`config.mk`:
```
export PLATFORM = sky130hd
export DESIGN_NAME = ariane_peripherals
export DESIGN_NICKNAME = d
export VERILOG_FILES = /design/src/periph_pkg.sv /design/src/ariane_peripherals.sv /design/src/gpio_regs.sv /design/src/plic_lite.sv /design/src/periph_decode.sv /design/src/axil_to_reg.sv
export VERILOG_INCLUDE_DIRS = /design/src
export SDC_FILE = /design/constraint.sdc
export NUM_CORES = 1
export LEC_CHECK = 0
export BUFFER_PORTS_ARGS = -buffer_cell sky130_fd_sc_hd__buf_2
export CAP_MARGIN = 30
export CORE_UTILIZATION = 25
export DETAILED_ROUTE_END_ITERATION = 8
export PLACE_DENSITY = 0.49
export SYNTH_ARGS = -nofsm -noshare
export SYNTH_HDL_FRONTEND = slang
export SYNTH_SLANG_ARGS = --single-unit
```
`constraint.sdc`:
```
create_clock -name clk_i -period 6 [get_ports clk_i]
set_input_delay 0.3 -clock clk_i [delete_from_list [all_inputs] [get_ports clk_i]]
set_output_delay 0.3 -clock clk_i [all_outputs]
set_load 0.1 [all_outputs]
```
`src/periph_settings.svh`:
```
/*
 * Peripheral subsystem settings
 * Bus widths, interrupt counts and the address map
 */
`ifndef PERIPH_SETTINGS_SVH
`define PERIPH_SETTINGS_SVH

`define PERIPH_ADDR_W    32
`define PERIPH_DATA_W    32
`define PERIPH_NUM_SRC   4     // 1 is GPIO, 2..4 external
`define PERIPH_NUM_TGT   2
`define PERIPH_PRIO_W    3
`define PERIPH_GPIO_W    8

// Address windows
`define PLIC_BASE        32'h0000_0000
`define PLIC_MASK        32'hFFFF_F000
`define GPIO_BASE        32'h0000_1000
`define GPIO_MASK        32'hFFFF_FF00

`define PERIPH_ERR_RDATA 32'hDEAD_BEEF

`endif
```
`src/periph_pkg.sv`:
```
/*
 * Peripheral subsystem types
 * Bus response, decoder select and interrupt id/priority
 */
`include "periph_settings.svh"

package periph_pkg;

    typedef enum logic [1:0] {
        OKAY   = 2'b00,
        SLVERR = 2'b10
    } axi_resp_e;

    typedef enum logic [1:0] {
        SEL_PLIC = 2'd0,
        SEL_GPIO = 2'd1,
        SEL_NONE = 2'd2
    } periph_sel_e;

    typedef logic [2:0] irq_id_t;   // 0 means no source

    typedef logic [`PERIPH_PRIO_W-1:0] prio_t;

endpackage

```
`src/ariane_peripherals.sv`:
```
/*
 * Peripheral subsystem top
 * AXI4-Lite bridge, address decoder, PLIC and GPIO
 */
`timescale 1ns/1ps
`include "periph_settings.svh"

module ariane_peripherals (
    input  logic                          clk_i,
    input  logic                          rst_n_i,
    input  logic                          awvalid_i,
    output logic                          awready_o,
    input  logic [`PERIPH_ADDR_W-1:0]     awaddr_i,
    input  logic                          wvalid_i,
    output logic                          wready_o,
    input  logic [`PERIPH_DATA_W-1:0]     wdata_i,
    input  logic [`PERIPH_DATA_W/8-1:0]   wstrb_i,
    output logic                          bvalid_o,
    input  logic                          bready_i,
    output periph_pkg::axi_resp_e         bresp_o,
    input  logic                          arvalid_i,
    output logic                          arready_o,
    input  logic [`PERIPH_ADDR_W-1:0]     araddr_i,
    output logic                          rvalid_o,
    input  logic                          rready_i,
    output logic [`PERIPH_DATA_W-1:0]     rdata_o,
    output periph_pkg::axi_resp_e         rresp_o,
    input  logic [`PERIPH_NUM_SRC-2:0]    ext_irq_i,
    output logic [`PERIPH_NUM_TGT-1:0]    irq_o,
    output logic [`PERIPH_GPIO_W-1:0]     leds_o,
    input  logic [`PERIPH_GPIO_W-1:0]     dip_switches_i
);

    logic                        req_valid, req_write;
    logic [`PERIPH_ADDR_W-1:0]   req_addr, slv_offset;
    logic [`PERIPH_DATA_W-1:0]   req_wdata, slv_wdata;
    logic [`PERIPH_DATA_W/8-1:0] req_wstrb, slv_wstrb;
    logic                        rsp_valid, rsp_err, slv_write;
    logic [`PERIPH_DATA_W-1:0]   rsp_rdata, plic_rdata, gpio_rdata;
    logic                        plic_req, plic_rsp_valid;
    logic                        gpio_req, gpio_rsp_valid, gpio_irq;
    logic [`PERIPH_NUM_SRC-1:0]  irq_sources;

    assign irq_sources = {ext_irq_i, gpio_irq};   // GPIO is source 1

    // ------------------------------
    // Bridge and decoder
    // ------------------------------
    axil_to_reg i_axil_to_reg (
        .clk_i, .rst_n_i,
        .awvalid_i, .awready_o, .awaddr_i, .wvalid_i, .wready_o, .wdata_i, .wstrb_i,
        .bvalid_o, .bready_i, .bresp_o,
        .arvalid_i, .arready_o, .araddr_i, .rvalid_o, .rready_i, .rdata_o, .rresp_o,
        .req_valid_o ( req_valid ), .req_write_o ( req_write ), .req_addr_o ( req_addr ),
        .req_wdata_o ( req_wdata ), .req_wstrb_o ( req_wstrb ),
        .rsp_valid_i ( rsp_valid ), .rsp_rdata_i ( rsp_rdata ), .rsp_err_i ( rsp_err )
    );

    periph_decode i_periph_decode (
        .clk_i, .rst_n_i,
        .req_valid_i ( req_valid ), .req_write_i ( req_write ), .req_addr_i ( req_addr ),
        .req_wdata_i ( req_wdata ), .req_wstrb_i ( req_wstrb ),
        .plic_req_o ( plic_req ), .gpio_req_o ( gpio_req ), .slv_write_o ( slv_write ),
        .slv_offset_o ( slv_offset ), .slv_wdata_o ( slv_wdata ), .slv_wstrb_o ( slv_wstrb ),
        .plic_rsp_valid_i ( plic_rsp_valid ), .plic_rdata_i ( plic_rdata ),
        .gpio_rsp_valid_i ( gpio_rsp_valid ), .gpio_rdata_i ( gpio_rdata ),
        .rsp_valid_o ( rsp_valid ), .rsp_rdata_o ( rsp_rdata ), .rsp_err_o ( rsp_err )
    );

    // ------------------------------
    // Slaves
    // ------------------------------
    plic_lite i_plic (
        .clk_i, .rst_n_i,
        .req_i ( plic_req ), .write_i ( slv_write ), .offset_i ( slv_offset ),
        .wdata_i ( slv_wdata ), .irq_src_i ( irq_sources ),
        .rsp_valid_o ( plic_rsp_valid ), .rdata_o ( plic_rdata ), .irq_o
    );

    gpio_regs i_gpio (
        .clk_i, .rst_n_i,
        .req_i ( gpio_req ), .write_i ( slv_write ), .offset_i ( slv_offset ),
        .wdata_i ( slv_wdata ), .wstrb_i ( slv_wstrb ), .dip_i ( dip_switches_i ),
        .rsp_valid_o ( gpio_rsp_valid ), .rdata_o ( gpio_rdata ), .leds_o,
        .irq_o ( gpio_irq )
    );

endmodule

```
`src/gpio_regs.sv`:
```
/*
 * GPIO registers
 * LEDs, synchronized DIP switches and a change interrupt
 */
`timescale 1ns/1ps
`include "periph_settings.svh"

module gpio_regs (
    input  logic                          clk_i,
    input  logic                          rst_n_i,
    input  logic                          req_i,
    input  logic                          write_i,
    input  logic [`PERIPH_ADDR_W-1:0]     offset_i,
    input  logic [`PERIPH_DATA_W-1:0]     wdata_i,
    input  logic [`PERIPH_DATA_W/8-1:0]   wstrb_i,
    input  logic [`PERIPH_GPIO_W-1:0]     dip_i,
    output logic                          rsp_valid_o,
    output logic [`PERIPH_DATA_W-1:0]     rdata_o,
    output logic [`PERIPH_GPIO_W-1:0]     leds_o,
    output logic                          irq_o
);

    localparam int GW = `PERIPH_GPIO_W;
    localparam int DW = `PERIPH_DATA_W;

    logic [GW-1:0] dip_meta_q;
    logic [GW-1:0] dip_sync_q;
    logic [GW-1:0] dip_prev_q;
    logic [GW-1:0] status_q;
    logic [GW-1:0] ie_q;
    logic [DW-1:0] rdata_d;

    always_ff @(posedge clk_i) begin
        if (!rst_n_i) begin
            // Start in step with the switches so reset flags no change
            dip_meta_q  <= dip_i;
            dip_sync_q  <= dip_i;
            dip_prev_q  <= dip_i;
            leds_o      <= '0;
            status_q    <= '0;
            ie_q        <= '0;
            rsp_valid_o <= 1'b0;
        end else begin
            dip_meta_q  <= dip_i;
            dip_sync_q  <= dip_meta_q;
            dip_prev_q  <= dip_sync_q;
            rsp_valid_o <= req_i;
            status_q    <= status_q | (dip_sync_q ^ dip_prev_q);   // set beats clear
            if (req_i && write_i) begin
                case (offset_i[7:0])
                    8'h00: begin
                        for (int b = 0; b < GW / 8; b++) begin
                            if (wstrb_i[b]) leds_o[b*8 +: 8] <= wdata_i[b*8 +: 8];
                        end
                    end
                    8'h08: status_q <= (status_q & ~wdata_i[GW-1:0]) | (dip_sync_q ^ dip_prev_q);
                    8'h0C: ie_q <= wdata_i[GW-1:0];
                    default: ;
                endcase
            end
        end
    end

    always_comb begin
        case (offset_i[7:0])
            8'h00:   rdata_d = DW'(leds_o);
            8'h04:   rdata_d = DW'(dip_sync_q);
            8'h08:   rdata_d = DW'(status_q);
            8'h0C:   rdata_d = DW'(ie_q);
            default: rdata_d = '0;
        endcase
    end

    always_ff @(posedge clk_i) begin
        if (req_i && !write_i) rdata_o <= rdata_d;
    end

    assign irq_o = |(status_q & ie_q);

endmodule

```
`src/plic_lite.sv`:
```
/*
 * Small PLIC with level gateways
 * Per-source priority, per-target enable, threshold and claim/complete
 */
`timescale 1ns/1ps
`include "periph_settings.svh"

module plic_lite (
    input  logic                          clk_i,
    input  logic                          rst_n_i,
    input  logic                          req_i,
    input  logic                          write_i,
    input  logic [`PERIPH_ADDR_W-1:0]     offset_i,
    input  logic [`PERIPH_DATA_W-1:0]     wdata_i,
    input  logic [`PERIPH_NUM_SRC-1:0]    irq_src_i,
    output logic                          rsp_valid_o,
    output logic [`PERIPH_DATA_W-1:0]     rdata_o,
    output logic [`PERIPH_NUM_TGT-1:0]    irq_o
);

    localparam int NS = `PERIPH_NUM_SRC;
    localparam int NT = `PERIPH_NUM_TGT;
    localparam int DW = `PERIPH_DATA_W;

    periph_pkg::prio_t   prio_q      [1:NS];
    periph_pkg::prio_t   threshold_q [NT];
    logic [NS:1]         enable_q    [NT];
    logic [NS:1]         pending_q;
    logic [NS:1]         in_service_q;
    periph_pkg::irq_id_t best_id     [NT];
    periph_pkg::prio_t   best_prio   [NT];
    logic [11:0]         off;
    logic [DW-1:0]       rdata_d;
    logic                claim_rd;
    logic                cmpl_wr;
    periph_pkg::irq_id_t claim_id;

    assign off = offset_i[11:0];

    // Strict compare gives ties to the lowest id and skips priority 0
    always_comb begin
        for (int t = 0; t < NT; t++) begin
            best_id[t]   = '0;
            best_prio[t] = threshold_q[t];
            for (int s = 1; s <= NS; s++) begin
                if (pending_q[s] && enable_q[t][s] && prio_q[s] > best_prio[t]) begin
                    best_id[t]   = periph_pkg::irq_id_t'(s);
                    best_prio[t] = prio_q[s];
                end
            end
        end
    end

    // ------------------------------
    // Register read decode
    // ------------------------------
    always_comb begin
        rdata_d  = '0;
        claim_rd = 1'b0;
        cmpl_wr  = 1'b0;
        claim_id = '0;
        for (int s = 1; s <= NS; s++) begin
            if (off == 12'(4 * s)) rdata_d = DW'(prio_q[s]);
        end
        if (off == 12'h080) rdata_d = DW'({pending_q, 1'b0});
        for (int t = 0; t < NT; t++) begin
            if (off == 12'h100 + 12'(4 * t)) rdata_d = DW'({enable_q[t], 1'b0});
            if (off == 12'h200 + 12'(16 * t)) rdata_d = DW'(threshold_q[t]);
            if (off == 12'h204 + 12'(16 * t)) begin
                rdata_d  = DW'(best_id[t]);
                claim_rd = req_i && !write_i;
                cmpl_wr  = req_i && write_i;
                claim_id = best_id[t];
            end
        end
    end

    always_ff @(posedge clk_i) begin
        if (!rst_n_i) begin
            pending_q    <= '0;
            in_service_q <= '0;
            irq_o        <= '0;
            rsp_valid_o  <= 1'b0;
            for (int s = 1; s <= NS; s++) prio_q[s] <= '0;
            for (int t = 0; t < NT; t++) begin
                enable_q[t]    <= '0;
                threshold_q[t] <= '0;
            end
        end else begin
            rsp_valid_o <= req_i;
            if (req_i && write_i) begin
                for (int s = 1; s <= NS; s++) begin
                    if (off == 12'(4 * s)) prio_q[s] <= periph_pkg::prio_t'(wdata_i);
                end
                for (int t = 0; t < NT; t++) begin
                    if (off == 12'h100 + 12'(4 * t)) enable_q[t] <= wdata_i[NS:1];
                    if (off == 12'h200 + 12'(16 * t))
                        threshold_q[t] <= periph_pkg::prio_t'(wdata_i);
                end
            end
            // Gateways
            for (int s = 1; s <= NS; s++) begin
                if (claim_rd && claim_id == periph_pkg::irq_id_t'(s)) begin
                    pending_q[s]    <= 1'b0;
                    in_service_q[s] <= 1'b1;
                end else begin
                    if (irq_src_i[s-1] && !in_service_q[s]) pending_q[s] <= 1'b1;
                    if (cmpl_wr && wdata_i == DW'(s)) in_service_q[s] <= 1'b0;
                end
            end
            for (int t = 0; t < NT; t++) irq_o[t] <= (best_id[t] != '0);
        end
    end

    always_ff @(posedge clk_i) begin
        if (req_i && !write_i) rdata_o <= rdata_d;
    end

    a_claim_range: assert property (@(posedge clk_i) disable iff (!rst_n_i)
        claim_rd |=> rdata_o <= DW'(NS));

endmodule

```
`src/periph_decode.sv`:
```
/*
 * Register request decoder
 * Routes by address window and answers unmapped addresses itself
 */
`timescale 1ns/1ps
`include "periph_settings.svh"

module periph_decode (
    input  logic                          clk_i,
    input  logic                          rst_n_i,
    input  logic                          req_valid_i,
    input  logic                          req_write_i,
    input  logic [`PERIPH_ADDR_W-1:0]     req_addr_i,
    input  logic [`PERIPH_DATA_W-1:0]     req_wdata_i,
    input  logic [`PERIPH_DATA_W/8-1:0]   req_wstrb_i,
    output logic                          plic_req_o,
    output logic                          gpio_req_o,
    output logic                          slv_write_o,
    output logic [`PERIPH_ADDR_W-1:0]     slv_offset_o,
    output logic [`PERIPH_DATA_W-1:0]     slv_wdata_o,
    output logic [`PERIPH_DATA_W/8-1:0]   slv_wstrb_o,
    input  logic                          plic_rsp_valid_i,
    input  logic [`PERIPH_DATA_W-1:0]     plic_rdata_i,
    input  logic                          gpio_rsp_valid_i,
    input  logic [`PERIPH_DATA_W-1:0]     gpio_rdata_i,
    output logic                          rsp_valid_o,
    output logic [`PERIPH_DATA_W-1:0]     rsp_rdata_o,
    output logic                          rsp_err_o
);

    periph_pkg::periph_sel_e sel;
    periph_pkg::periph_sel_e sel_q;   // Held for the response cycle
    logic                    err_q;

    always_comb begin
        if ((req_addr_i & `PLIC_MASK) == `PLIC_BASE) sel = periph_pkg::SEL_PLIC;
        else if ((req_addr_i & `GPIO_MASK) == `GPIO_BASE) sel = periph_pkg::SEL_GPIO;
        else sel = periph_pkg::SEL_NONE;
    end

    assign plic_req_o   = req_valid_i && (sel == periph_pkg::SEL_PLIC);
    assign gpio_req_o   = req_valid_i && (sel == periph_pkg::SEL_GPIO);
    assign slv_write_o  = req_write_i;
    assign slv_offset_o = req_addr_i &
                          ~((sel == periph_pkg::SEL_GPIO) ? `GPIO_MASK : `PLIC_MASK);
    assign slv_wdata_o  = req_wdata_i;
    assign slv_wstrb_o  = req_wstrb_i;

    always_ff @(posedge clk_i) begin
        if (!rst_n_i) begin
            sel_q <= periph_pkg::SEL_NONE;
            err_q <= 1'b0;
        end else begin
            err_q <= req_valid_i && (sel == periph_pkg::SEL_NONE);
            if (req_valid_i) sel_q <= sel;
        end
    end

    assign rsp_valid_o = plic_rsp_valid_i || gpio_rsp_valid_i || err_q;
    assign rsp_err_o   = err_q;

    always_comb begin
        case (sel_q)
            periph_pkg::SEL_PLIC: rsp_rdata_o = plic_rdata_i;
            periph_pkg::SEL_GPIO: rsp_rdata_o = gpio_rdata_i;
            default:              rsp_rdata_o = `PERIPH_ERR_RDATA;
        endcase
    end

    // At most one answer in any cycle
    a_one_slave: assert property (@(posedge clk_i) disable iff (!rst_n_i)
        $onehot0({plic_rsp_valid_i, gpio_rsp_valid_i, err_q}));

    // Every request gets its answer on the next cycle
    a_rsp_next: assert property (@(posedge clk_i) disable iff (!rst_n_i)
        req_valid_i |=> rsp_valid_o);

endmodule

```
`src/axil_to_reg.sv`:
```
/*
 * AXI4-Lite slave to register request bridge
 * One transaction in flight, writes win a tie against reads
 */
`timescale 1ns/1ps
`include "periph_settings.svh"

module axil_to_reg (
    input  logic                          clk_i,
    input  logic                          rst_n_i,
    input  logic                          awvalid_i,
    output logic                          awready_o,
    input  logic [`PERIPH_ADDR_W-1:0]     awaddr_i,
    input  logic                          wvalid_i,
    output logic                          wready_o,
    input  logic [`PERIPH_DATA_W-1:0]     wdata_i,
    input  logic [`PERIPH_DATA_W/8-1:0]   wstrb_i,
    output logic                          bvalid_o,
    input  logic                          bready_i,
    output periph_pkg::axi_resp_e         bresp_o,
    input  logic                          arvalid_i,
    output logic                          arready_o,
    input  logic [`PERIPH_ADDR_W-1:0]     araddr_i,
    output logic                          rvalid_o,
    input  logic                          rready_i,
    output logic [`PERIPH_DATA_W-1:0]     rdata_o,
    output periph_pkg::axi_resp_e         rresp_o,
    output logic                          req_valid_o,
    output logic                          req_write_o,
    output logic [`PERIPH_ADDR_W-1:0]     req_addr_o,
    output logic [`PERIPH_DATA_W-1:0]     req_wdata_o,
    output logic [`PERIPH_DATA_W/8-1:0]   req_wstrb_o,
    input  logic                          rsp_valid_i,
    input  logic [`PERIPH_DATA_W-1:0]     rsp_rdata_i,
    input  logic                          rsp_err_i
);

    typedef enum logic [1:0] {
        S_IDLE,
        S_REQ,
        S_WAIT,
        S_RESP
    } state_e;

    state_e state_q;
    logic   wr_accept;
    logic   rd_accept;

    // AW and W are taken in the same cycle
    assign awready_o = (state_q == S_IDLE) && awvalid_i && wvalid_i;
    assign wready_o  = awready_o;
    assign arready_o = (state_q == S_IDLE) && !awvalid_i && !wvalid_i;

    assign wr_accept = awvalid_i && awready_o;
    assign rd_accept = arvalid_i && arready_o;

    // ------------------------------
    // FSM
    // ------------------------------
    always_ff @(posedge clk_i) begin
        if (!rst_n_i) begin
            state_q     <= S_IDLE;
            req_valid_o <= 1'b0;
            req_write_o <= 1'b0;
            bvalid_o    <= 1'b0;
            rvalid_o    <= 1'b0;
        end else begin
            req_valid_o <= 1'b0;
            case (state_q)
                S_IDLE: begin
                    if (wr_accept) begin
                        state_q     <= S_REQ;
                        req_write_o <= 1'b1;
                    end else if (rd_accept) begin
                        state_q     <= S_REQ;
                        req_write_o <= 1'b0;
                    end
                end
                S_REQ: begin
                    req_valid_o <= 1'b1;   // single-cycle pulse
                    state_q     <= S_WAIT;
                end
                S_WAIT: begin
                    if (rsp_valid_i) begin
                        state_q  <= S_RESP;
                        bvalid_o <= req_write_o;
                        rvalid_o <= !req_write_o;
                    end
                end
                S_RESP: begin
                    if ((bvalid_o && bready_i) || (rvalid_o && rready_i)) begin
                        state_q  <= S_IDLE;
                        bvalid_o <= 1'b0;
                        rvalid_o <= 1'b0;
                    end
                end
                default: state_q <= S_IDLE;
            endcase
        end
    end

    // Request and response payload
    always_ff @(posedge clk_i) begin
        if (wr_accept) begin
            req_addr_o  <= awaddr_i;
            req_wdata_o <= wdata_i;
            req_wstrb_o <= wstrb_i;
        end else if (rd_accept) begin
            req_addr_o  <= araddr_i;
            req_wstrb_o <= '0;
        end
        if (state_q == S_WAIT && rsp_valid_i) begin
            if (!req_write_o) begin
                rdata_o <= rsp_rdata_i;
            end
            bresp_o <= rsp_err_i ? periph_pkg::SLVERR : periph_pkg::OKAY;
            rresp_o <= rsp_err_i ? periph_pkg::SLVERR : periph_pkg::OKAY;
        end
    end

    a_bvalid_hold: assert property (@(posedge clk_i) disable iff (!rst_n_i)
        bvalid_o && !bready_i |=> bvalid_o);

endmodule

```
# Yosys cells after proc, flatten, opt, wreduce, memory -nomap -nowiden
# Memories as Yosys holds them, arrays and structs flattened.
# Index checks and enable logic that the tools add are counted.
# totals
regBits	232
latch_bits	0
mem_bits_rw	26
romBits	0
input_bits	118
mem_count	3
# op_classes
n_addsub	0
mul	0
n_div	0
order_cmp	8
eq_ne	32
shifts	0
n_mux	107
bitwise_logic	18
reduce_logical	80
# mem_list
memory	depth	word_bits	rd	rd_clocked_by_memory_dff	write_ports	line	text
i_plic.prio_q	4	3	4	0	4	plic_lite.sv:25	periph_pkg::prio_t prio_q [1:NS];
i_plic.enable_q	2	4	2	0	2	plic_lite.sv:27	logic [NS:1] enable_q [NT];
i_plic.threshold_q	2	3	2	0	2	plic_lite.sv:26	periph_pkg::prio_t threshold_q [NT];
# op_table
op	count
3-bit 2-to-1 mux	22
32-bit by 2-bit equality test with 1-bit output (second input constant)	2
32-bit 2-to-1 mux	2
32-bit case mux with 2 select lines	1
1-bit 2-to-1 mux	55
12-bit by 10-bit equality test with 1-bit output (second input constant)	4
1-bit logical AND	44
32-bit by 1-bit equality test with 1-bit output (second input constant)	1
32-bit by 3-bit equality test with 1-bit output (second input constant)	1
32-bit zero test	1
8-bit 2-to-1 mux	4
8-bit case mux with 4 select lines	1
5-bit 2-to-1 mux	5
12-bit by 4-bit equality test with 1-bit output (second input constant)	2
12-bit by 9-bit equality test with 1-bit output (second input constant)	2
24-bit by 5-bit equality test with 1-bit output (second input constant)	1
3-bit > comparator	8
2-bit 2-to-1 mux	11
8-bit bitwise AND	2
8-bit by 4-bit equality test with 1-bit output (second input constant)	2
8-bit OR	2
12-bit bitwise AND	1
12-bit by 3-bit equality test with 1-bit output (second input constant)	1
12-bit by 5-bit equality test with 1-bit output (second input constant)	1
29 further kinds	69

# Depth between registers and ports, before layout
# Gate-level depths: netlist of run 1.
# logic_depth
ltp_word	19
depth_mapped	29
depth_no_buf	29

# Hierarchy
# Synthesis of run 1 repeated with hierarchy kept, for this count alone.
# hier_totals
hier_cells	1034
hier_area_um2	10966.8
# by_module_without_submodules
mod	n_inst	cells_per_inst	area_per_inst_um2	seq_area_each_um2
axil_to_reg	1	260	3908.7	3153.0
plic_lite	1	363	3405.8	1151.1
gpio_regs	1	244	2434.8	1221.2
periph_decode	1	167	1217.4	60.1

# Least setup slack after synthesis of run 1
# Ideal clock, no wire load.
# synth_timing
path_kind	reg2reg
start	register, netlist name i_plic.prio_q[0][4]
end	register i_plic.pending_q[2] (netlist bit)
setup_ps	120
arrival_ps	5923
required_time_ps	5880
slack_ps	-43
stages_incl_launch_ff	27
n_path_buf	0
period_less_slack_ps	6043
path_cell_list	edfxtp_1 ha_1 nor2b_1 o311a_1 nand2_1 nand2_1 o21ai_0 ha_1 or2_2 or4_1 a311oi_1 o21ai_1 mux2_1 ha_1 nand3_1 nand3_1 a21oi_1 inv_1 mux2i_1 ha_1 nor2b_1 o21a_1 o2111a_1 or3_1 a21oi_1 a22oi_1 o31a_1
# synth_rtl
item	line	text
end signal, assigned	plic_lite.sv:80	pending_q <= '0;
end signal, assigned by index	plic_lite.sv:104	pending_q[s] <= 1'b0;
end signal, assigned by index	plic_lite.sv:107	if (irq_src_i[s-1] && !in_service_q[s]) pending_q[s] <= 1'b1;
end, declared	plic_lite.sv:28	logic [NS:1] pending_q;

==> reports/qor.csv, run 1 <==
metric,value,unit
synth_xor_area_share,0.817,%
grt_antenna_before_repair,4,
pwr_density_cell,293,nW/um^2
swShare,29.6,%
relSlewSlack,28.7,%
path_class,reg -> reg,
switching_power,0.000943,W
first_iter_violations,425,
layout_setup_ws,-35.0,ps
power,0.00318,W
gp_congestion,0.865,
synth_fa_ha_area_share,3.91,%
numCtsBuffers,17,
vias,6801,
r2r_end,i_plic.pending_q[3],
cp_max_fo,6,
dpl.hpwl,18.0,mm
synth_compound_area_share,11.1,%
clockBufferDepth,2,
start_kind,register,
seqPwrFrac,49.5,%
cts_max_level,4,
r2r_setup_slack,-30,ps
post-route-period-util,101,%
layout.cells.non_filler,1483,
clock_sinks,183,
r2r_start,i_plic.threshold_q[0][1],
post-place-cells,1435,
clkTransAtPathRegs,70,ps
chipWidth,187,um
cp-end-kind,register,
slowest_delay,550,ps
hold_start,wdata_i[4],
fin_skew,10.9,ps
setup_tns,-35.0,ps
min_path_type,in -> reg,
dieArea,35100,sq um
dpl_worst_slack,-146,ps
critical_path_arrival,6350,ps
synth-seq-cells,183,
synth_top_flop_cell,edfxtp_1,
synthArstFlopShare,0,%
die_y,187,um
rsz0062_at_grt,true,
clock_latency,430,ps
hold_end,i_axil_to_reg.req_wdata_o[4],
wirelength,23.5,mm
via_per_inst,4.59,
finalNetCount,1165,
synth_warnings,0,
setup_viol,1,
p_int,0.00224,W
ys_seq_area_share,56.0,%
crit_top_cell,o21ai_2,
grt_pass1_wl,36.7,mm
synthCells,842,
coreArea,33600,sq um
portBuffers,156,
vdd_drop_max,0.174,mV
max_freq,0.166,GHz
syn-cell-area,8580,sq um
route.detailed.drc,0,
synth_top_family_by_area,simple AND/OR/NAND/NOR gates,
hold_path_depth,1,
violations,negative setup slack,
cts_tree,yes,
io_pins,169,
grt_util_all_layers,13.5,%
hold_violations,0,
p_clk_share,35.0,%
run_status,"finished, violations left",
start_util,25.5,%
grt_max_degree,50,
power_frac_comb,15.5,%
synth_edf_count,114,
netlist.area_leader.share,39.9,%
yosys.area.top_type,edfxtp_1,
critPathRequiredTime,6320,ps
final_max_slew_viol_count,0,
syn2layout_area_growth,26.6,%
grt_pass1_vias,6518,
synthSimpleGateAreaFrac,19.2,%
dr.pass1.iters,6,
layout-drive-gt1-share,27.3,%
wl_per_cell,15.8,um
synthTopCellsByArea,"edfxtp_1 (40%), dfxtp_1 (16%), nand2_1 (8.3%), ha_1 (3.8%), nor2_1 (2.8%)",
p_leak,4.50,nW
synth_most_common_cell,nand2_1,
max_slew.worst_pin.slew,1060,ps
avgSynthCellArea,10.2,sq um
crit_slowest_cell,or4_4,
cts-root-buf,clkbuf_16,
grt-ovfl-total,0,
final_util,32.3,%
num_rows,67,
synth.mux.area_fraction,3.73,%
maxCapViolCount,0,
period_needed,6030,ps
yosys-top-cells-count,"nand2_1 (189), edfxtp_1 (114), dfxtp_1 (69), nor2_1 (65), inv_1 (34)",
yosysUniqueCellTypes,69,
rr_worst_depth,28,
antenna_left,0,
[cell usage in the layout (no fill, tap or decap), drive strengths merged, types with 23 or more instances in the layout]
| master | instances |
|---|---|
| buf | 199 |
| nor2 | 65 |
| nand3 | 27 |
| inv | 43 |
| ha | 26 |
| a21oi | 28 |
| nor3 | 23 |
| nand2 | 189 |
| edfxtp | 114 |
| mux2i | 23 |
| dfxtp | 69 |
[worst max-delay path by stage]
stage                              from                endpoint  slack, ps  depth (start not counted)
2_1_floorplan       i_plic.prio_q[0][4]     i_plic.pending_q[2]         20                         26
3_3_place_gp   i_plic.threshold_q[0][1]  i_plic.in_service_q[3]        -50                         27
3_5_place_dp   i_plic.threshold_q[0][1]  i_plic.in_service_q[3]       -150                         27
4_1_cts        i_plic.threshold_q[0][1]     i_plic.pending_q[3]         30                         27
5_1_grt        i_plic.threshold_q[0][1]     i_plic.pending_q[3]       -320                         28
6_report       i_plic.threshold_q[0][1]     i_plic.pending_q[3]        -30                         28
[worst max-delay path: cells and delay by family, from the launching register on]
family,cells,cell delay [ps]
compound gates,11,2100
simple gates,8,1780
fa+ha+maj,4,1010
flops,1,390
mux,2,350
buf+inv,3,270
[registers in the layout, indices dropped and copies added (netlist names), 4 cells and up]
| register | count |
|---|---|
| i_gpio.dip_sync_q | 8 |
| i_plic.prio_q | 12 |
| i_gpio.dip_prev_q | 8 |
| i_gpio.leds_o | 8 |
| i_plic.pending_q | 4 |
| i_gpio.ie_q | 8 |
| i_axil_to_reg.rdata_o | 9 |
| i_plic.threshold_q | 6 |
| i_gpio.status_q | 8 |
| i_plic.enable_q | 8 |
| i_gpio.rdata_o | 8 |
| i_plic.rdata_o | 5 |
| i_gpio.dip_meta_q | 8 |
| i_axil_to_reg.req_addr_o | 32 |
| i_axil_to_reg.req_wdata_o | 32 |
| i_plic.in_service_q | 4 |
[cell type report]
type / count / area (sq um)
Sequential cell: 183 / 4800
Clock buffer: 17 / 425
Timing Repair Buffer: 207 / 1180
Inverter: 37 / 139
Tap cell: 448 / 561
Multi-Input combinational cell: 575 / 3560
Fill cell: 3458 / 22800
Antenna cell: 1 / 2.50
Clock inverter: 15 / 179
[what timing repair did]
item,in CTS,in global routing
resized for setup,7,38
setup buffers,2,5
setup endpoints to repair,8,11
pin swaps,2,17
hold buffers,8,0
endpoints found under the hold margin,8,0
[layer usage]
metal  vias to the layer above  part of all wire (%)  track usage [%]
li1                       3349                     -                -
met1                      3159                    47             18.2
met2                       255                    46             21.6
met3                        32                   5.9             3.02
met4                         6                   1.2             3.66
met5                         -                  0.15                0
[cells by family (layout without fill, tap and decap cells)]
group | count (synthesis) | count (layout)
multiplexers | 31 | 31
adder cells (fa/ha/maj) | 27 | 27
XOR/XNOR | 8 | 8
AO/OA/AOI/OAI | 130 | 130
buffers and inverters | 92 | 276
flip-flops | 183 | 183
AND/OR/NAND/NOR | 370 | 370
other | 1 | 10
[through the flow]
stage | instance area, sq um | hold WS [ps]
after floorplan | 8620 | 328
after global placement | 9910 | 407
after detailed placement | 9920 | 415
after CTS | 10600 | 18.4
after global routing | 10900 | 13.9
final | 10900 | 40.0
[power groups by stage]
stage	Sequential [W]	Clock, W	Combinational [W]
final	0.00158	0.00112	0.000492
after global routing	0.00159	0.00120	0.000550
after CTS	0.00158	0.00115	0.000489
after detailed placement	0.00161	0	0.000482
after global placement	0.00160	0	0.000476
after floorplan	0.00158	0	0.000345
Power figures use the tool's default switching activity.
==> run 2, diff against run 1 <==
--- a/config.mk
+++ b/config.mk
@@ -11,6 +11,7 @@
 export CORE_UTILIZATION = 25
 export DETAILED_ROUTE_END_ITERATION = 8
 export PLACE_DENSITY = 0.49
+export REMOVE_ABC_BUFFERS = 1
 export SYNTH_ARGS = -nofsm -noshare
 export SYNTH_HDL_FRONTEND = slang
 export SYNTH_SLANG_ARGS = --single-unit
==> run 2 against run 1 <==
Against the previous run:
- largest power group unchanged
- sequential power barely moved
- the run now ends clean
- fmax is 2.6% higher
- clock power hardly changed
- wire length is 0.15% higher
- utilization grew 0.26 points
==> reports/qor.csv, run 2 (synthesis results as in run 1) <==
metric,value,unit
fin_skew,11.0,ps
grt_pass1_wl,36.9,mm
slowest_delay,430,ps
gp_congestion,0.874,
first_iter_violations,428,
maxCapViolCount,0,
clkTransAtPathRegs,80,ps
path_class,reg -> reg,
critPathRequiredTime,6330,ps
min_path_type,in -> reg,
max_slew.worst_pin.slew,1050,ps
num_rows,67,
setup_viol,0,
crit_slowest_cell,or4_4,
coreArea,33600,sq um
dpl_worst_slack,-287,ps
grt_util_all_layers,13.6,%
finalNetCount,1177,
hold_violations,0,
cp-end-kind,register,
vias,6819,
layout.cells.non_filler,1494,
dr.pass1.iters,5,
wirelength,23.5,mm
vdd_drop_max,0.173,mV
seq_area,4800,sq um
dieArea,35100,sq um
crit_top_cell,ha_1,
p_leak,4.56,nW
rsz0062_at_grt,true,
route.detailed.drc,0,
clockBufferDepth,2,
cp_max_fo,6,
critical_path_arrival,6220,ps
top_regs,"i_axil_to_reg.req_addr_o: 32 flops, i_axil_to_reg.req_wdata_o: 32 flops, i_plic.prio_q: 12 flops",
portBuffers,156,
die_y,187,um
antenna_left,0,
dpl.hpwl,17.7,mm
numCtsBuffers,17,
start_util,25.5,%
wl_per_cell,15.7,um
chipWidth,187,um
cts_max_level,4,
start_kind,register,
clock_latency,440,ps
final_max_slew_viol_count,0,
relSlewSlack,29.6,%
run_status,"finished, final reports clean",
power,0.00320,W
cts_tree,yes,
pwr_density_cell,293,nW/um^2
grt-ovfl-total,0,
clock_sinks,183,
final_cell_mix,"nand2_1 (184), buf_2 (157), edfxtp_1 (114), dfxtp_1 (69), nor2_1 (64)",
nFillCells,3492,
post-route-period-util,98.1,%
grt_antenna_before_repair,0,
via_per_inst,4.56,
layout_setup_ws,115,ps
io_pins,169,
period_needed,5880,ps
post-place-cells,1440,
layout-drive-gt1-share,28.1,%
cts-root-buf,clkbuf_16,
hold_ws,36.7,ps
multiInputGateArea,3540,sq um
grt_pass1_vias,6754,
max_freq,0.170,GHz
grt_max_degree,61,
syn2layout_area_growth,27.6,%
antenna_cells,0,
final_common_cell,nand2_1,
## run 2: changes by cell type in the layout (fill, tap and decap cells not counted), sizes merged
cell,change
inv,-1
buf,+12
clkinv,+2
diode,-1
bufinv,-1
## run 2: per-stage QoR
stage / instance area, sq um / utilization, % / setup TNS (ps)
final: 10900 / 32.6 / 0
after global routing: 10900 / 32.6 / -634
after CTS: 10700 / 31.8 / 0
after detailed placement: 9940 / 29.6 / -1630
after global placement: 9940 / 29.6 / -534
after floorplan: 8300 / - / -83310
## run 2: metal layers
layer  up-vias  share of wire [%]  wire length, um  global-route usage, %
met5         -                  0                0                      0
met4         0                2.0              478                   4.82
met3        32                5.9             1380                   2.83
met2       259                 45            10500                   21.2
met1      3140                 47            11100                   18.5
li1       3388                  -                -                      -
## run 2: worst max-delay path, delay by kind of cell (launching register included)
kind / cells / cell delay, ps
AO/OA/AOI/OAI: 11 / 2090
buffers and inverters: 3 / 290
AND/OR/NAND/NOR: 8 / 1580
multiplexers: 2 / 410
flip-flops: 1 / 410
adder cells (fa/ha/maj): 4 / 1010
## run 2: final timing paths
path | slack, ps | end | depth (start not counted) | from
max reg2reg | 120 | i_plic.pending_q[2] | 28 | i_plic.prio_q[0][4]
max | 120 | i_plic.pending_q[2] | 28 | i_plic.prio_q[0][4]
min | 40 | i_axil_to_reg.req_wdata_o[4] | 1 | wdata_i[4]
min reg2reg | 430 | i_gpio.dip_sync_q[4] | 2 | i_gpio.dip_meta_q[4]
## run 2: final cells by class
cell class / count / share of cell area (%)
clock buffer: 17 / 3.89
sequential: 183 / 43.9
clock inverter: 15 / 1.83
inverter: 37 / 1.27
multi-input combinational: 575 / 32.4
timing repair buffer: 219 / 11.6
tap: 448 / 5.12
## run 2: power by group
part	internal [W]	switching, W
combinational	0.000160	0.000326
clock	0.000571	0.000570
sequential	0.00149	0.0000908
total	0.00222	0.000987
## run 2: timing repair
item                                   in CTS  in global routing
hold buffers                                8                  0
cloned                                      0                  0
pin swaps                                   3                 10
endpoints found under the hold margin       8                  0
buffers inserted                            1                 13
resized for setup                          11                 36
setup endpoints to repair                   7                 11
==> run 3, diff against run 2 <==
--- a/config.mk
+++ b/config.mk
@@ -6,12 +6,14 @@
 export SDC_FILE = /design/constraint.sdc
 export NUM_CORES = 1
 export LEC_CHECK = 0
+export ABC_AREA = 1
 export BUFFER_PORTS_ARGS = -buffer_cell sky130_fd_sc_hd__buf_2
 export CAP_MARGIN = 30
 export CORE_UTILIZATION = 25
 export DETAILED_ROUTE_END_ITERATION = 8
 export PLACE_DENSITY = 0.49
 export REMOVE_ABC_BUFFERS = 1
+export SETUP_SLACK_MARGIN = 0.1
 export SYNTH_ARGS = -nofsm -noshare
 export SYNTH_HDL_FRONTEND = slang
 export SYNTH_SLANG_ARGS = --single-unit
==> run 3 against run 2 <==
Against the previous run:
- clock power fell by 4%
- critical endpoint is now i_plic.in_service_q[1]
- global-route usage decreased by 0.78 points
- largest power group unchanged
- critical path depth unchanged
==> reports/qor.csv, run 3 <==
metric,value,unit
placed_area,9780,sq um
chipWidth,188,um
synth_edf_count,114,
crit_top_cell,o21ai_0,
max_slew.worst_pin.slew,927,ps
fin_area,10400,sq um
run_status,"finished, final reports clean",
rr_worst_depth,28,
grt_antenna_before_repair,0,
post_cts_buffers,0,
synth_top_flop_cell,edfxtp_1,
final_cell_mix,"nand2_1 (242), buf_2 (157), edfxtp_1 (114), inv_1 (87), dfxtp_1 (69)",
grt_pass1_wl,34.5,mm
layout-drive-gt1-share,22.5,%
hold_path_depth,1,
yosys-top-cells-count,"nand2_1 (242), edfxtp_1 (114), inv_1 (87), dfxtp_1 (69), nor2_1 (65)",
layout_setup_ws,911,ps
synthArstFlopShare,0,%
final_common_cell,nand2_1,
grt_pass1_vias,6535,
dr.pass1.iters,5,
clockBufferDepth,2,
synth-seq-cells,183,
wirelength,22.1,mm
cts_tree,yes,
dieArea,35400,sq um
via_per_inst,4.37,
crit_slowest_cell,edfxtp_1,
cts_hold_buf,8,
cp_max_fo,8,
grt-ovfl-total,0,
slowest_delay,520,ps
cts.repair.resized,0,
yosys.area.top_type,edfxtp_1,
max_freq,0.197,GHz
vdd_drop_max,0.207,mV
setup_viol,0,
post-route-period-util,84.8,%
min_path_type,in -> reg,
synth_warnings,0,
pwr_density_cell,303,nW/um^2
vias,6730,
cts-root-buf,clkbuf_16,
p_leak,4.33,nW
maxCapViolCount,0,
antenna_cells,0,
rsz0062_at_grt,false,
portBuffers,156,
clock_latency,450,ps
first_iter_violations,350,
clkTransAtPathRegs,80,ps
final_max_slew_viol_count,0,
top_regs,"i_axil_to_reg.req_addr_o: 32 flops, i_axil_to_reg.req_wdata_o: 32 flops, i_plic.prio_q: 12 flops",
dpl.hpwl,17.0,mm
hold_violations,0,
ys_seq_area_share,55.5,%
io_pins,169,
fin_skew,17.6,ps
grt_util_all_layers,12.8,%
start_util,25.6,%
route.detailed.drc,0,
netlist.area_leader.share,39.5,%
layout.cells.non_filler,1541,
yosysUniqueCellTypes,53,
num_rows,67,
synthCells,930,
cts_max_level,4,
die_y,188,um
critPathRequiredTime,6380,ps
synth_most_common_cell,nand2_1,
numCtsBuffers,17,
syn-cell-area,8660,sq um
start_kind,register,
cp-end-kind,register,
relSlewSlack,38.2,%
path_class,reg -> reg,
synthTopCellsByArea,"edfxtp_1 (40%), dfxtp_1 (16%), nand2_1 (10%), inv_1 (3.8%), ha_1 (3.8%)",
wl_per_cell,14.3,um
critical_path_arrival,5470,ps
avgSynthCellArea,9.31,sq um
finalNetCount,1224,
post-place-cells,1501,
gp_congestion,0.877,
dpl_worst_slack,920,ps
coreArea,33800,sq um
grt_max_degree,66,
antenna_left,0,
clock_sinks,183,
syn2layout_area_growth,20.5,%
period_needed,5090,ps
[run 3: cell type report]
cell class                      count  area (sq um)
Clock buffer                       18           439
Clock inverter                     14           131
Fill cell                        3560         23400
Inverter                          101           380
Multi-Input combinational cell    609          3230
Sequential cell                   183          4800
Tap cell                          448           561
Timing Repair Buffer              168           888
[run 3: power breakdown]
group	switching [W]	internal [W]	total [W]	leakage (nW)
Sequential	0.0000692	0.00148	0.00155	1.63
Combinational	0.000375	0.000142	0.000517	2.43
Clock	0.000534	0.000560	0.00109	0.279
[run 3: metrics by stage]
step	utilization (%)	hold slack [ps]	power, W	TNS (ps)
2_1_floorplan	-	328	0.00193	-83170
4_1_cts	30.9	8.69	0.00319	0
6_report	30.9	31.8	0.00316	0
3_3_place_gp	28.9	406	0.00208	0
3_5_place_dp	29.0	408	0.00209	0
5_1_grt	30.9	6.11	0.00331	0
[run 3: final timing paths]
check,from,slack (ps),to
max,i_plic.prio_q[0][5],910,i_plic.in_service_q[1]
min,wdata_i[31],30,i_axil_to_reg.req_wdata_o[31]
max reg2reg,i_plic.prio_q[0][5],910,i_plic.in_service_q[1]
min reg2reg,i_gpio.dip_meta_q[6],430,i_gpio.dip_sync_q[6]
[run 3: routing by layer]
layer  GRT usage (%)  wire, um
met2            20.8     10200
met5               0         0
met3            3.35      1220
met1            16.5     10300
met4            4.03       318
[run 3: worst max-delay path, delay by kind of cell, from the launching register on]
kind | cells | cell delay, ps
DFF | 1 | 520
and+or+nand+nor | 12 | 1580
AOI/OAI and AO/OA | 9 | 1400
adders and majority gates | 4 | 1320
buffers and inverters | 3 | 180
[run 3: cells by family after synthesis]
family / Yosys count / share of synthesized area, %
adders and majority gates: 26 / 3.76
DFF: 183 / 55.5
buffers and inverters: 146 / 7.63
xor gates and xnor gates: 8 / 0.810
other: 1 / 0.0433
and+or+nand+nor: 413 / 21.8
AOI/OAI and AO/OA: 153 / 10.5
